File: config.mk
export PLATFORM = sky130hd
export DESIGN_NAME = uart_cmd_top
export DESIGN_NICKNAME = d
export VERILOG_FILES = /design/src/hw/uart_pkg.sv /design/src/hw/cmd_pkg.sv /design/src/hw/uart_cmd_top.sv /design/src/hw/cmd_engine.sv /design/src/hw/uart_rx.sv /design/src/hw/uart_tx.sv
export SDC_FILE = /design/constraint.sdc
export NUM_CORES = 1
export LEC_CHECK = 0
export ABC_CLOCK_PERIOD_IN_PS = 5100
export BUFFER_PORTS_ARGS = -buffer_cell sky130_fd_sc_hd__clkbuf_2
export CAP_MARGIN = 5
export CORE_UTILIZATION = 52
export CTS_CLUSTER_DIAMETER = 150
export DETAILED_ROUTE_END_ITERATION = 12
export MAX_ROUTING_LAYER = met4
export PLACE_DENSITY = 0.78
export SYNTH_ARGS = -nofsm -noshare
export SYNTH_HDL_FRONTEND = slang
export SYNTH_SLANG_ARGS = --single-unit
File: constraint.sdc
create_clock -name clk -period 5.1 [get_ports clk]
set_input_delay 0.255 -clock clk [delete_from_list [all_inputs] [get_ports clk]]
set_output_delay 0.255 -clock clk [all_outputs]
set_load 0.03 [all_outputs]
File: src/hw/uart_pkg.sv
package uart_pkg;

  // Frame layout on the line
  localparam int DATA_BITS  = 8;
  localparam int FRAME_BITS = 11;  // Start, eight data, parity, stop

  localparam logic LINE_IDLE  = 1'b1;
  localparam logic START_BIT  = 1'b0;

  typedef logic [DATA_BITS-1:0] uart_byte_t;

  // What the receiver hands over at the end of a frame
  typedef struct packed {
    uart_byte_t data;
    logic       parity_err;  // Even parity did not hold
    logic       stop_err;    // Stop bit sampled low
  } rx_result_t;

  // Even parity bit for a data byte
  function automatic logic even_parity(input uart_byte_t b);
    even_parity = ^b;
  endfunction

endpackage
File: src/hw/cmd_pkg.sv
package cmd_pkg;

  import uart_pkg::*;

  localparam logic CMD_WRITE = 1'b1;
  localparam logic CMD_READ  = 1'b0;

  localparam int ADDR_BITS = 7;

  // Host command whose upper byte goes out first
  typedef struct packed {
    logic                 rw;    // 1 means write
    logic [ADDR_BITS-1:0] addr;
    uart_byte_t           data;
  } cmd_t;

  typedef struct packed {
    uart_byte_t data;
    logic       err;
  } read_rsp_t;

  // Command byte as it appears in the first frame
  function automatic uart_byte_t cmd_byte(input cmd_t c);
    cmd_byte = {c.rw, c.addr};
  endfunction

endpackage

File: src/hw/uart_cmd_top.sv
`timescale 1ns/10ps

module uart_cmd_top
  import uart_pkg::*;
  import cmd_pkg::*;
#(
  parameter int BIT_CYCLES = 434,
  parameter int GAP_BITS   = 16
) (
  input  logic      clk,
  input  logic      rst_n,
  input  cmd_t      cmd,
  input  logic      cmd_vld,
  output logic      cmd_rdy,
  input  logic      rx,
  output logic      tx,
  output logic      read_rdy,
  output read_rsp_t rsp
);

  logic       tx_start;
  uart_byte_t tx_byte;
  logic       tx_busy;
  logic       rx_done;
  rx_result_t rx_result;

  cmd_engine #(
    .GAP_BITS   (GAP_BITS),
    .BIT_CYCLES (BIT_CYCLES)
  ) engine0 (
    .clk       (clk),
    .rst_n     (rst_n),
    .cmd       (cmd),
    .cmd_vld   (cmd_vld),
    .cmd_rdy   (cmd_rdy),
    .tx_start  (tx_start),
    .tx_byte   (tx_byte),
    .tx_busy   (tx_busy),
    .rx_done   (rx_done),
    .rx_result (rx_result),
    .read_rdy  (read_rdy),
    .rsp       (rsp)
  );

  uart_tx #(
    .BIT_CYCLES (BIT_CYCLES)
  ) tx0 (
    .clk   (clk),
    .rst_n (rst_n),
    .start (tx_start),
    .data  (tx_byte),
    .busy  (tx_busy),
    .tx    (tx)
  );

  uart_rx #(
    .BIT_CYCLES (BIT_CYCLES)
  ) rx0 (
    .clk    (clk),
    .rst_n  (rst_n),
    .rx     (rx),
    .done   (rx_done),
    .result (rx_result)
  );

endmodule

File: src/hw/cmd_engine.sv
`timescale 1ns/10ps

module cmd_engine
  import uart_pkg::*;
  import cmd_pkg::*;
#(
  parameter int GAP_BITS   = 16,
  parameter int BIT_CYCLES = 434
) (
  input  logic       clk,
  input  logic       rst_n,
  input  cmd_t       cmd,
  input  logic       cmd_vld,
  output logic       cmd_rdy,
  output logic       tx_start,
  output uart_byte_t tx_byte,
  input  logic       tx_busy,
  input  logic       rx_done,
  input  rx_result_t rx_result,
  output logic       read_rdy,
  output read_rsp_t  rsp
);

  localparam int GAP_CYCLES = GAP_BITS * BIT_CYCLES;
  localparam int GAP_W      = $clog2(GAP_CYCLES + 1);

  typedef enum logic [2:0] {
    S_IDLE,
    S_SEND_CMD,
    S_GAP,
    S_SEND_DATA,
    S_WAIT_REPLY,
    S_DONE
  } state_t;

  state_t           state;
  cmd_t             cmd_q;
  logic [GAP_W-1:0] gap_cnt;
  logic             accept;
  logic             tx_idle;

  // A new command may also be taken in the done cycle
  assign cmd_rdy  = (state == S_IDLE) || (state == S_DONE);
  assign accept   = cmd_vld && cmd_rdy;
  assign tx_idle  = !tx_start && !tx_busy;  // busy lags start by a cycle
  assign read_rdy = (state == S_DONE) && (cmd_q.rw == CMD_READ);
  assign tx_byte  = (state == S_SEND_DATA) ? cmd_q.data : cmd_byte(cmd_q);

  always_ff @(posedge clk)
  begin
    if (accept)
      cmd_q <= cmd;
  end

  always_ff @(posedge clk)
  begin
    if (state == S_WAIT_REPLY && rx_done)
    begin
      rsp.data <= rx_result.data;
      rsp.err  <= rx_result.parity_err | rx_result.stop_err;
    end
  end

  always_ff @(posedge clk or negedge rst_n)
  begin
    if (!rst_n)
    begin
      state    <= S_IDLE;
      tx_start <= 1'b0;
      gap_cnt  <= '0;
    end
    else
    begin
      tx_start <= 1'b0;
      case (state)
        S_IDLE, S_DONE:
        begin
          if (accept)
          begin
            state    <= S_SEND_CMD;
            tx_start <= 1'b1;
          end
          else
            state <= S_IDLE;
        end
        S_SEND_CMD:
        begin
          if (tx_idle)
          begin
            gap_cnt <= '0;
            state   <= (cmd_q.rw == CMD_WRITE) ? S_GAP : S_WAIT_REPLY;
          end
        end
        S_GAP:
        begin
          if (gap_cnt == GAP_W'(GAP_CYCLES - 1))
          begin
            state    <= S_SEND_DATA;
            tx_start <= 1'b1;
          end
          else
            gap_cnt <= gap_cnt + 1'b1;
        end
        S_SEND_DATA:
        begin
          if (tx_idle)
            state <= S_DONE;
        end
        S_WAIT_REPLY:
        begin
          if (rx_done)
            state <= S_DONE;  // No timeout here
        end
        default: state <= S_IDLE;
      endcase
    end
  end

endmodule

File: src/hw/uart_rx.sv
`timescale 1ns/10ps

module uart_rx
  import uart_pkg::*;
#(
  parameter int BIT_CYCLES = 434
) (
  input  logic       clk,
  input  logic       rst_n,
  input  logic       rx,
  output logic       done,
  output rx_result_t result
);

  localparam int CNT_W = $clog2(BIT_CYCLES);
  localparam int IDX_W = $clog2(FRAME_BITS);

  typedef enum logic [1:0] {
    RX_IDLE,
    RX_START,
    RX_BITS
  } rx_state_t;

  rx_state_t          state;
  logic               rx_s1;
  logic               rx_s2;
  logic               rx_d;
  logic [CNT_W-1:0]   baud_cnt;
  logic [IDX_W-1:0]   bit_idx;
  logic [DATA_BITS:0] shreg;  // Parity lands in the top bit
  logic               fall;
  logic               mid_start;
  logic               mid_bit;
  logic               last_bit;

  assign fall      = rx_d & ~rx_s2;
  assign mid_start = (baud_cnt == CNT_W'(BIT_CYCLES / 2 - 1));
  assign mid_bit   = (baud_cnt == CNT_W'(BIT_CYCLES - 1));
  assign last_bit  = (bit_idx == IDX_W'(FRAME_BITS - 1));

  // Line comes in asynchronously
  always_ff @(posedge clk or negedge rst_n)
  begin
    if (!rst_n)
    begin
      rx_s1 <= LINE_IDLE;
      rx_s2 <= LINE_IDLE;
      rx_d  <= LINE_IDLE;
    end
    else
    begin
      rx_s1 <= rx;
      rx_s2 <= rx_s1;
      rx_d  <= rx_s2;
    end
  end

  always_ff @(posedge clk)
  begin
    if (state == RX_BITS && mid_bit && !last_bit)
      shreg <= {rx_s2, shreg[DATA_BITS:1]};
  end

  // Sampled at the middle of the stop bit
  always_ff @(posedge clk)
  begin
    if (state == RX_BITS && mid_bit && last_bit)
    begin
      result.data       <= shreg[DATA_BITS-1:0];
      result.parity_err <= ^shreg;
      result.stop_err   <= ~rx_s2;
    end
  end

  always_ff @(posedge clk or negedge rst_n)
  begin
    if (!rst_n)
    begin
      state    <= RX_IDLE;
      baud_cnt <= '0;
      bit_idx  <= '0;
      done     <= 1'b0;
    end
    else
    begin
      done <= 1'b0;
      case (state)
        RX_IDLE:
        begin
          baud_cnt <= '0;
          if (fall)
            state <= RX_START;
        end
        RX_START:
        begin
          if (mid_start)
          begin
            baud_cnt <= '0;
            bit_idx  <= IDX_W'(1);
            state    <= (rx_s2 == START_BIT) ? RX_BITS : RX_IDLE;  // Glitch check
          end
          else
            baud_cnt <= baud_cnt + 1'b1;
        end
        RX_BITS:
        begin
          if (mid_bit)
          begin
            baud_cnt <= '0;
            if (last_bit)
            begin
              done  <= 1'b1;
              state <= RX_IDLE;
            end
            else
              bit_idx <= bit_idx + 1'b1;
          end
          else
            baud_cnt <= baud_cnt + 1'b1;
        end
        default: state <= RX_IDLE;
      endcase
    end
  end

endmodule

File: src/hw/uart_tx.sv
`timescale 1ns/10ps

module uart_tx
  import uart_pkg::*;
#(
  parameter int BIT_CYCLES = 434
) (
  input  logic       clk,
  input  logic       rst_n,
  input  logic       start,
  input  uart_byte_t data,
  output logic       busy,
  output logic       tx
);

  localparam int CNT_W = $clog2(BIT_CYCLES);
  localparam int IDX_W = $clog2(FRAME_BITS);

  logic [CNT_W-1:0]     baud_cnt;
  logic [IDX_W-1:0]     bit_idx;
  logic [DATA_BITS+1:0] shreg;  // Bits still to go with stop on top
  logic                 bit_end;

  assign bit_end = (baud_cnt == CNT_W'(BIT_CYCLES - 1));

  // Byte and parity are taken at start and then shifted out LSB first
  always_ff @(posedge clk)
  begin
    if (start && !busy)
      shreg <= {LINE_IDLE, even_parity(data), data};
    else if (busy && bit_end)
      shreg <= {LINE_IDLE, shreg[DATA_BITS+1:1]};
  end

  always_ff @(posedge clk or negedge rst_n)
  begin
    if (!rst_n)
    begin
      busy     <= 1'b0;
      tx       <= LINE_IDLE;
      baud_cnt <= '0;
      bit_idx  <= '0;
    end
    else if (!busy)
    begin
      if (start)
      begin
        busy     <= 1'b1;
        tx       <= START_BIT;
        baud_cnt <= '0;
        bit_idx  <= '0;
      end
    end
    else if (bit_end)
    begin
      baud_cnt <= '0;
      if (bit_idx == IDX_W'(FRAME_BITS - 1))
        busy <= 1'b0;  // Stop bit done and line already high
      else
      begin
        bit_idx <= bit_idx + 1'b1;
        tx      <= shreg[0];
      end
    end
    else
    begin
      baud_cnt <= baud_cnt + 1'b1;
    end
  end

endmodule

* Word-level counts from Yosys, hierarchy flattened *
Index checks and enable logic that the tools add are counted.

word-level totals
  bits in registers = 104
  logic and storage cells = 133
  input bits = 20

operators by class
  bitwise logic cells = 4
  equality and inequality tests = 25
  multiplexer cells = 47
  add/sub/neg operators = 5
  reduce and logical (&&, ||, !) cells = 28

operator list
  cell                                                                     number
  9-bit 2-to-1 mux                                                         7
  4-bit 2-to-1 mux                                                         7
  9-bit one-hot mux with 3 select lines                                    1
  13-bit 2-to-1 mux                                                        2
  13-bit one-hot mux with 2 select lines                                   1
  9-bit by 1-bit adder with 9-bit output, second input constant            2
  9-bit == test, second input constant                                     2
  2-bit by 1-bit inequality test with 1-bit output, second input constant  8
  3-bit 2-to-1 mux                                                         5
  3-bit one-hot mux with 5 select lines                                    1
  1-bit 2-to-1 mux                                                         14
  13-bit by 1-bit adder with 13-bit output, second input constant          1
  13-bit == test, second input constant                                    1
  4-bit AND reduction                                                      3
  2-bit 2-to-1 mux                                                         5
  9-bit by 8-bit == test with 1-bit output, second input constant          1
  1-bit logical AND                                                        9
  9-bit parity                                                             1
  4-bit by 1-bit adder with 4-bit output, second input constant            2
  4-bit == test, second input constant                                     2
  8-bit 2-to-1 mux                                                         1
  2-bit inequality test, second input constant                             4
  4-bit one-hot mux with 2 select lines                                    1
  2-bit nonzero test                                                       4
  18 further kinds                                                         24

* Longest topological paths before layout *
Gate-level depths: netlist of run 1.

  word-level depth = 5
  mapped depth = 7

* By module *
Synthesis of run 1 repeated with hierarchy kept, for this count alone.

second synthesis, totals
  cells, all modules = 393
  area total of the unflattened synthesis = 4981.0 µm²

modules (own cells, without submodules)
  module      times used  cells an instance  sequential area each (µm²)  area each (µm²)
  cmd_engine  1           142                1176.1                      1923.1
  uart_rx     1           137                1049.8                      1775.5
  uart_tx     1           114                646.9                       1282.5

* Worst setup path before layout of run 1 *
OpenSTA, ideal clock, no wires.

  kind = reg-to-reg
  from = register engine0.state[0]
  to = register engine0.cmd_q[0] (netlist bit), enable pin
  data arrival time = 1.910 ns
  required time = 4.691 ns
  library setup time = 0.409 ns
  cell stages (with the launch flop) = 4
  path slack = 2.781 ns
  buffers on the path = 1
  cell sequence = dfrtp_1 > buf_1 > xor2_1 > nor3_1

on the way
  longest elaborated chain between the ends = 3
  elaborated cells between the ends (all ways) = 4

RTL lines
  element                                             RTL line          text
  start: declaration                                  cmd_engine.sv:36  state_t state;
  start signal: assignment                            cmd_engine.sv:91  state <= (cmd_q.rw == CMD_WRITE) ? S_GAP : S_WAIT_REPLY;
  3-bit == test or 3-bit logical NOT (tied branches)  cmd_engine.sv:43  assign cmd_rdy = (state == S_IDLE) || (state == S_DONE);
  1-bit logical OR (*)                                cmd_engine.sv:43
  1-bit logical AND (*)                               cmd_engine.sv:44  assign accept = cmd_vld && cmd_rdy;
  net engine0.accept                                  cmd_engine.sv:39  logic accept;
  end signal: assignment                              cmd_engine.sv:52  cmd_q <= cmd;
  end: declaration                                    cmd_engine.sv:37  cmd_t cmd_q;

The timed path passes the listed nets; every way through them passes the cells marked *.
A chain may end at the register's enable or synchronous reset.

* Final worst setup path of run 1 *
  from = register rx0.baud_cnt[1]
  to = register rx0.result[1] (netlist bit), enable pin

on the way
  longest elaborated chain between the ends = 3

RTL lines
  element                          RTL line        text
  start: declaration               uart_rx.sv:28   logic [CNT_W-1:0] baud_cnt;
  start signal: assignment         uart_rx.sv:103  baud_cnt <= baud_cnt + 1'b1;
  start signal: assignment         uart_rx.sv:119  baud_cnt <= baud_cnt + 1'b1;
  9-bit == test                    uart_rx.sv:38   assign mid_bit = (baud_cnt == CNT_W'(BIT_CYCLES - 1));
  1-bit logical AND (2 in series)  uart_rx.sv:67   if (state == RX_BITS && mid_bit && last_bit)
  end: declaration                 uart_rx.sv:12   output rx_result_t result

Every way passes these cells.

==> summary.md, run 1 <==
| Metric | Value |
|---|---|
| Post-synthesis xor/xnor area fraction | 5.472% |
| Number of buffers inserted during clock tree synthesis | 9 |
| Kind of end point of the critical path | flip-flop |
| Core utilization of the finished layout | 58.89% |
| Worst Setup Path Type | reg -> reg |
| Reg-to-reg setup timing slack | 2.56 ns |
| Row count | 35 |
| Slack of the critical path | 2.560 ns |
| CP arrival | 2.54 ns |
| Cell area power density | 369.2 nW/um^2 |
| Count of flip-flops with a built-in enable after synthesis | 53 |
| Clock latency on the worst-skew pair | 0.37 ns |
| Number of vias per cell after detailed routing | 5.617 |
| Fraction of registers with async set/reset | 49.04% |
| Data required time at the worst endpoint | 5.10 ns |
| Startpoint type of the worst setup path | flip-flop |
| Critical R2R Launch | rx0.baud_cnt[1] |
| Combinational power share | 21.7% |
| Sequential group share of total power | 53.4% |
| TritonCTS clock tree | done |
| Global placer's final weighted congestion | 0.8528 |
| FF+latch count, synth | 104 |
| Post_cts resized | 0 |
| Worst relative slew slack | 21.55% |
| Number of cells on the worst reg-to-reg path | 5 |
| Fillers | 724 |
| Detailed Route WL | 8995 um |
| Minimum hold slack | -0.01455 ns |
| Setup_tns | 0 ns |
| Final ANT Viol Nets | 0 |
| Shortest period the worst path allows | 2.540 ns |
| Clock Path Buffers | 2 |
| Buffers & Inverters on Critical Path | 1 |
| # port buffers | 31 |
| Sinks on Clock Net | 104 |
| Hold violation total from the final report | 9 |
| Setup fix buffers added after clock tree synthesis | 0 |
| Maximum clock frequency | 393.7 MHz |
| Post-synthesis mux area share | 4.286% |
| Count of unique library cells instantiated by Yosys | 59 |
| Family with the most delay on the worst path | simple AND/OR/NAND/NOR gates |
| Ys flop type | edfxtp_1 |
| Sequential element share of the synthesized area | 57.89% |
| Number of nets produced by synthesis | 454 |
| Iteration count of the initial detailed-routing pass | 5 |
| Number of top-level design ports | 32 |
| YS warnings | 0 |
| Clock-pin transition on the worst setup and hold timing paths | 0.11 ns |
| Max incr delay on CP | 0.98 ns |
| HPWL after DPL | 6247 um |
| Most area-hungry cell type in the Yosys netlist | edfxtp_1 |
| Actual slew at the worst max-slew pin | 1.168 ns |
| R2R Path End | rx0.result[1] |
| H-tree depth | 3 |
| Initial antenna violation count | 0 |
| CTS hold repair buffers | 1 |
| Worst min-delay path class | in -> async |
| Peak supply drop | 0.1942 mV |
| Final setup skew | 0.009417 ns |
| Status | complete, but fails checks |
| Routed wire length per instance | 15.43 um |
| First-pass GRT wire length | 15100 um |
| Synthesized cell area | 4962 um^2 |
| Max-cap violation count | 0 |
| Total design power | 2009 uW |
| Share of layout cells above drive strength 1 | 14.10% |
| Switching power total | 663.2 uW |
| Final Slew Violations | 0 |
| Area of the multi-input gates | 1948 um^2 |
| Simple logic cell fraction of the synthesized area | 16.06% |
| Cell count after synthesis | 420 |
| Pin count of the biggest net entering global routing | 52 |
| Sw frac | 33.01% |
| Die height | 99.69 um |
| Critical Path, Cell by Cell | inv_1 -> ha_1 -> nor4bb_1 -> nand4_1 -> nor3_1 |
| Internal power consumption | 1346 uW |
| Area fraction in compound gates after synthesis | 9.808% |
| Area share of the largest cell type after synthesis | 32.07% |
| Via count of the first global-routing pass | 3142 |
| Layout area overhead | 9.657% |
| Main combinational cell family by area after synthesis | simple AND/OR/NAND/NOR gates |
| Number of design rule violations left after detail routing | 0 |
| Peak fanout along the critical path | 10 |
| GRT Overall Usage | 19.93% |
| Antenna Cells | 0 |
| CTS root buf | clkbuf_8 |
| Area of the die | 9937 um^2 |
| RSZ-0062 raised after global routing | false |
| Worst Setup Slack post-DPL | 2.535 ns |
| Fin crit share | 49.81% |
| Initial core utilization | 53.70% |
| Std-Cell Core Area | 9240 um^2 |
| Avg Inst Size Synth | 11.81 um^2 |
| Fin nets | 483 |
| First DRT Iteration DRCs | 136 |
| Global-route congestion overflow total | 0 |
| Post-synthesis share of cell area spent on full adders, half adders and majority gates | 3.530% |
| Standby leakage power | 0.002221 uW |
| Die Span X | 99.69 um |
| CP max stage cell | nor3_1 |
| Routed vias | 3275 |
| Count of endpoints failing setup in the final report | 0 |
| Area occupied by registers | 2873 um^2 |
| Violations in the final reports | negative hold slack |
| Clock network power share | 24.9% |
| Top post-synthesis cells by area | edfxtp_1 32%, dfrtp_1 24%, xnor2_1 3.9% |
## cell usage after synthesis (5+ instances only)
cell type and n:
and3_1 7, nor2_1 13, nand4_1 10, nor2b_1 6, xnor2_1 22, edfxtp_1 53, or4_1 5, dfrtp_1 47
o21a_1 5, o21ai_0 14, xor2_1 9, clkbuf_1 12, ha_1 14, nand3_1 16, mux2i_1 19, nor3_1 11
o31ai_1 6, nand2b_1 8, inv_1 19, nand2_1 34, a21oi_1 17
## logic make-up (layout without fill, tap and decap cells)
kind of cell / after synthesis / count (layout)
AO/OA/AOI/OAI: 72 / 72
XOR/XNOR: 31 / 31
adder cells (fa/ha/maj): 14 / 14
buffers and inverters: 37 / 71
flip-flops: 104 / 104
multiplexers: 21 / 21
AND/OR/NAND/NOR: 141 / 141
## cell type report
type	instances	share of cell area, %
clock buffer	9	2.276
clock inverter	7	1.311
inverter	19	1.311
multi-input combinational	279	35.80
sequential	104	52.79
tap	129	2.966
timing repair buffer	36	3.541
## worst max path at each step
stage                           startpoint               end  slack, ns  cells past startpoint
after detailed placement   rx0.baud_cnt[1]     rx0.result[2]       2.53                      5
after floorplan           engine0.state[0]  engine0.cmd_q[0]       2.78                      3
after global routing       rx0.baud_cnt[1]     rx0.result[0]       2.36                      5
after global placement     rx0.baud_cnt[1]     rx0.result[3]       2.70                      5
final                      rx0.baud_cnt[1]     rx0.result[1]       2.56                      5
after CTS                  rx0.baud_cnt[1]     rx0.result[2]       2.52                      5
## per-layer routing
| layer | share of wire [%] | GRT usage [%] | wire length [um] | vias up |
|---|---|---|---|---|
| li1 | - | - | - | 1603 |
| met1 | 45 | 25.70 | 4029 | 1602 |
| met2 | 51 | 32.41 | 4621 | 62 |
| met3 | 3.0 | 4.357 | 266 | 8 |
| met4 | 0.86 | 4.525 | 77 | 0 |
| met5 | 0 | - | 0 | - |
## flip-flops by register name, summed over array words and instances, names as in the netlist, 4 cells and up
register	cells
engine0.cmd_q	16
engine0.gap_cnt	13
engine0.rsp	9
rx0.baud_cnt	9
rx0.bit_idx	4
rx0.result	10
rx0.shreg	9
tx0.baud_cnt	9
tx0.bit_idx	4
tx0.shreg	9
## placed cells by master, fill, tap and decap left out, types with 3 or more instances in the layout
cell type  instances
xor2_1             9
a31oi_1            3
or4_1              5
nor2b_1            6
nand3_1           16
ha_1              14
nand4_1           10
edfxtp_1          53
xnor2_1           22
nand2_1           34
inv_8              3
o311ai_0           3
nand2b_1           8
or3_1              3
and3_1             7
nor4_1             3
a21oi_1           17
or2_2              3
a21bo_2            3
nand3b_1           4
o31ai_1            6
mux2i_1           19
clkbuf_8           9
nor2_1            13
nand4b_1           3
inv_1             19
nor4bb_1           3
dfrtp_1           47
o21ai_0           14
nor3_1            10
and2_1             3
o21a_1             5
clkbuf_2          32
dfstp_2            4
buf_4              3
## per-stage QoR
stage	instance area (um^2)	std cells
after CTS	5436	582
after global placement	5231	565
final	5441	583
after global routing	5441	583
after detailed placement	5231	565
after floorplan	4962	420
## power groups by stage
stage	Clock, uW	Combinational (uW)	Sequential (uW)
final	500	437	1070
after global routing	546	486	1090
after CTS	517	438	1070
after detailed placement	0	433	1090
after global placement	0	415	1080
after floorplan	0	363	1040
(Power assumes the default switching activity.)
==> inputs of run 2 (changes only) <==
--- a/config.mk
+++ b/config.mk
@@ -5,7 +5,8 @@
 export SDC_FILE = /design/constraint.sdc
 export NUM_CORES = 1
 export LEC_CHECK = 0
-export ABC_CLOCK_PERIOD_IN_PS = 5100
+export ABC_AREA = 1
+export ABC_CLOCK_PERIOD_IN_PS = 2400
 export BUFFER_PORTS_ARGS = -buffer_cell sky130_fd_sc_hd__clkbuf_2
 export CAP_MARGIN = 5
 export CORE_UTILIZATION = 52
==> constraint.sdc (replaced) <==
create_clock -name clk -period 2.4 [get_ports clk]
set_input_delay 0.12 -clock clk [delete_from_list [all_inputs] [get_ports clk]]
set_output_delay 0.12 -clock clk [all_outputs]
set_load 0.03 [all_outputs]
==> run 2 against run 1 <==
The run now ends clean. Design area rose by 5.7%. Hold slack better by 0.38 ns. Count of clock-buffer cells in the layout unchanged. Critical path depth up 6. Global-route usage rose by 1.6 points. Worst setup slack got worse by 2.1 ns.
==> summary.md, run 2 <==
| Metric | Value |
|---|---|
| Fin crit share | 80.68% (+31 points) |
| Global placer's final weighted congestion | 0.9085 (+6.5%) |
| Routed vias | 3705 (+13%) |
| Fillers | 739 (+2.1%) |
| Sequential element share of the synthesized area | 56.80% (-1.1 points) |
| Cell with the most instances after synthesis | nand2_1 |
| Standby leakage power | 0.002535 uW (+14%) |
| Clock latency on the worst-skew pair | 0.38 ns (about the same) |
| Initial antenna violation count | 0 (unchanged) |
| H-tree depth | 3 (unchanged) |
| Row count | 35 (unchanged) |
| Share of layout cells above drive strength 1 | 12.94% (-1.2 points) |
| RSZ-0062 raised after global routing | false |
| Setup fix buffers added after clock tree synthesis | 0 (unchanged) |
| Final Slew Violations | 0 (unchanged) |
| CTS hold repair buffers | 19 (+18) |
| Final Cell Area | 5752 um^2 (+5.7%) |
| Fin nets | 632 (+31%) |
| Peak fanout along the critical path | 12 (+2) |
| CP arrival | 2.07 ns (-0.47 ns) |
| Antenna Cells | 0 (unchanged) |
| Std-Cell Core Area | 9328 um^2 (+0.95%) |
| Layout area overhead | 13.73% |
| Shortest period the worst path allows | 1.936 ns (-0.6038 ns) |
| Commonest non-fill, non-tap cell in the layout | nand2_1 |
| # port buffers | 31 (unchanged) |
| Synthesized cell area | 5057 um^2 (+1.9%) |
| Peak supply drop | 0.4672 mV (+140%) |
| Global-route congestion overflow total | 0 (unchanged) |
| Top post-synthesis cells by area | edfxtp_1 31%, dfrtp_1 23%, nand2_1 11% |
| Combinational power share | 12.2% (-9.5 points) |
| Number of top-level design ports | 32 (unchanged) |
| Via count of the first global-routing pass | 3542 (+13%) |
| TritonCTS clock tree | done |
| Max-cap violation count | 0 (unchanged) |
| Count of endpoints failing setup in the final report | 0 (unchanged) |
| Status | completed |
| Hold violation total from the final report | 0 (-9) |
| Iteration count of the initial detailed-routing pass | 7 (+2) |
| Fraction of registers with async set/reset | 49.04% (unchanged) |
| First DRT Iteration DRCs | 208 (+53%) |
| Final setup skew | 0.01123 ns (+0.001813 ns) |
| Sw frac | 28.65% (-4.4 points) |
| Die Span X | 100.6 um (+0.94%) |
| CTS root buf | clkbuf_8 |
| Worst Setup Path Type | reg -> reg |
| Actual slew at the worst max-slew pin | 0.6607 ns (-0.5070 ns) |
| Number of design rule violations left after detail routing | 0 (unchanged) |
| HPWL after DPL | 6715 um (+7.5%) |
| Number of buffers inserted during clock tree synthesis | 9 (unchanged) |
| Clock network power share | 31.3% (+6.4 points) |
| Switching power total | 995.0 uW (+50%) |
| Cell count after synthesis | 538 (+28%) |
| Post_cts resized | 0 (unchanged) |
| Top flop regs | engine0.cmd_q: 16 flops, engine0.gap_cnt: 13 flops, rx0.result: 10 flops |
| Clock-pin transition on the worst setup and hold timing paths | 0.11 ns (about the same) |
| Detailed Route WL | 9668 um (+7.5%) |
| Most area-hungry cell type in the Yosys netlist | edfxtp_1 |
| Initial core utilization | 54.22% (+0.52 points) |
| Ys flop type | edfxtp_1 |
| Dpl cell area | 5358 um^2 (+2.4%) |
| Sequential group share of total power | 56.5% (+3.1 points) |
| Commonest non-fill, non-tap cells in the layout | 148 x nand2_1, 63 x inv_1, 53 x edfxtp_1 |
| YS warnings | 0 (unchanged) |
| Max reg flops | 16 (unchanged) |
| Final ANT Viol Nets | 0 (unchanged) |
| Kind of end point of the critical path | flip-flop |
| Pin count of the biggest net entering global routing | 52 (unchanged) |
| Setup_tns | 0 ns (unchanged) |
| Clock Path Buffers | 2 (unchanged) |
| Die height | 100.6 um (+0.94%) |
| Number of vias per cell after detailed routing | 5.061 (-9.9%) |
| Internal power consumption | 2478 uW (+84%) |
| GRT Overall Usage | 21.50% (+1.6 points) |
| FF+latch count, synth | 104 (unchanged) |
| Startpoint type of the worst setup path | flip-flop |
| Worst min-delay path class | in -> async |
| First-pass GRT wire length | 16440 um (+8.9%) |
| Worst relative slew slack | 55.90% (+34 points) |
| Cell area power density | 603.9 nW/um^2 (+64%) |
| Number of nets produced by synthesis | 572 (+26%) |
| Routed wire length per instance | 13.21 um (-14%) |
| Most numerous cell types in the synthesized netlist | 148 x nand2_1, 63 x inv_1, 53 x edfxtp_1 |
| Data required time at the worst endpoint | 2.53 ns (-2.57 ns) |
| Avg Inst Size Synth | 9.400 um^2 (-20%) |
| Area share of the largest cell type after synthesis | 31.47% (-0.60 points) |
| Count of flip-flops with a built-in enable after synthesis | 53 (unchanged) |
| Sinks on Clock Net | 104 (unchanged) |
| Register ranked first by flip-flop count | engine0.cmd_q |
| Count of unique library cells instantiated by Yosys | 34 (-42%) |
| Maximum clock frequency | 516.5 MHz (+31%) |
| Area of the die | 10120 um^2 (+1.9%) |
[run 2: cell count changes after synthesis, moves of 8 or more]
cell / delta
xor2_1: +13
nand2_1: +114
mux2i_1: -19
nand3_1: +16
nand2b_1: -8
a21oi_1: -12
nand2_2: +8
inv_1: +44
clkbuf_1: -11
nor2_1: +31
xnor2_1: -12
o21ai_0: +14
[run 2: critical path, cell delays in order, from the launching register on]
cell,delay (ns)
dfrtp_1,0.60
nand2_1,0.12
nor2_2,0.34
nand2_1,0.12
nand2_1,0.10
nand2_1,0.07
nand2_2,0.08
inv_2,0.04
nand2_1,0.05
nand2_1,0.05
nand2_1,0.05
nand3_1,0.06
[run 2: kinds of logic (layout without fill, tap and decap cells)]
| logic type | count (synthesis) | count (layout) | synth area share, % |
|---|---|---|---|
| AO/OA/AOI/OAI | 48 | 48 | 5.294 |
| adder cells (fa/ha/maj) | 14 | 14 | 3.464 |
| XOR/XNOR | 32 | 32 | 5.542 |
| flip-flops | 104 | 104 | 56.80 |
| AND/OR/NAND/NOR | 264 | 264 | 22.56 |
| buffers and inverters | 76 | 141 | 6.333 |
[run 2: layout make-up]
cell class / count / area [um^2] / share of cell area [%]
Sequential cell: 104 / 2873 / 49.95
Timing Repair Buffer: 56 / 390.4 / 6.787
Clock inverter: 7 / 80.08 / 1.392
Multi-Input combinational cell: 358 / 1864 / 32.41
Inverter: 69 / 259.0 / 4.503
Clock buffer: 9 / 123.9 / 2.154
Tap cell: 129 / 161.4 / 2.806
[run 2: path summary, 6_finish.rpt]
path                                   from              end  slack, ns  depth (start not counted)
min reg2reg                       rx0.rx_s1        rx0.rx_s2       0.37                          0
max                        engine0.state[0]     tx0.shreg[8]       0.46                         11
max reg2reg                engine0.state[0]     tx0.shreg[8]       0.46                         11
max in group asynchronous             rst_n   rx0.bit_idx[2]       1.58                          3
min in group clk                  rx0.rx_s1        rx0.rx_s2       0.37                          0
min                                   rst_n  tx0.baud_cnt[4]       0.37                          3
[run 2: per-stage QoR]
step	util [%]	total power, uW	instances	worst slack (ns)	hold WS, ns
2_1_floorplan	-	2264	538	0.5858	-0.1756
3_3_place_gp	57.44	2358	697	0.5818	0.2110
3_5_place_dp	57.44	2396	697	0.4992	0.2092
4_1_cts	61.66	3494	732	0.4671	0.3452
5_1_grt	61.66	3635	732	0.2572	0.3533
6_report	61.66	3473	732	0.4637	0.3658
[run 2: per-layer routing]
metal	wire (um)	vias to the layer above	share of wire (%)	track usage (%)
met5	0	-	0	-
met4	154	0	1.6	7.023
met3	356	17	3.7	5.132
met2	4892	64	51	35.83
met1	4264	1762	44	25.83
li1	-	1862	-	-
[run 2: power groups by stage]
stage | clock network [uW] | logic, uW | registers [uW]
after floorplan | 0 | 278 | 1990
after global placement | 0 | 365 | 1990
after detailed placement | 0 | 397 | 2000
after CTS | 1110 | 423 | 1960
after global routing | 1180 | 485 | 1970
final | 1090 | 425 | 1960
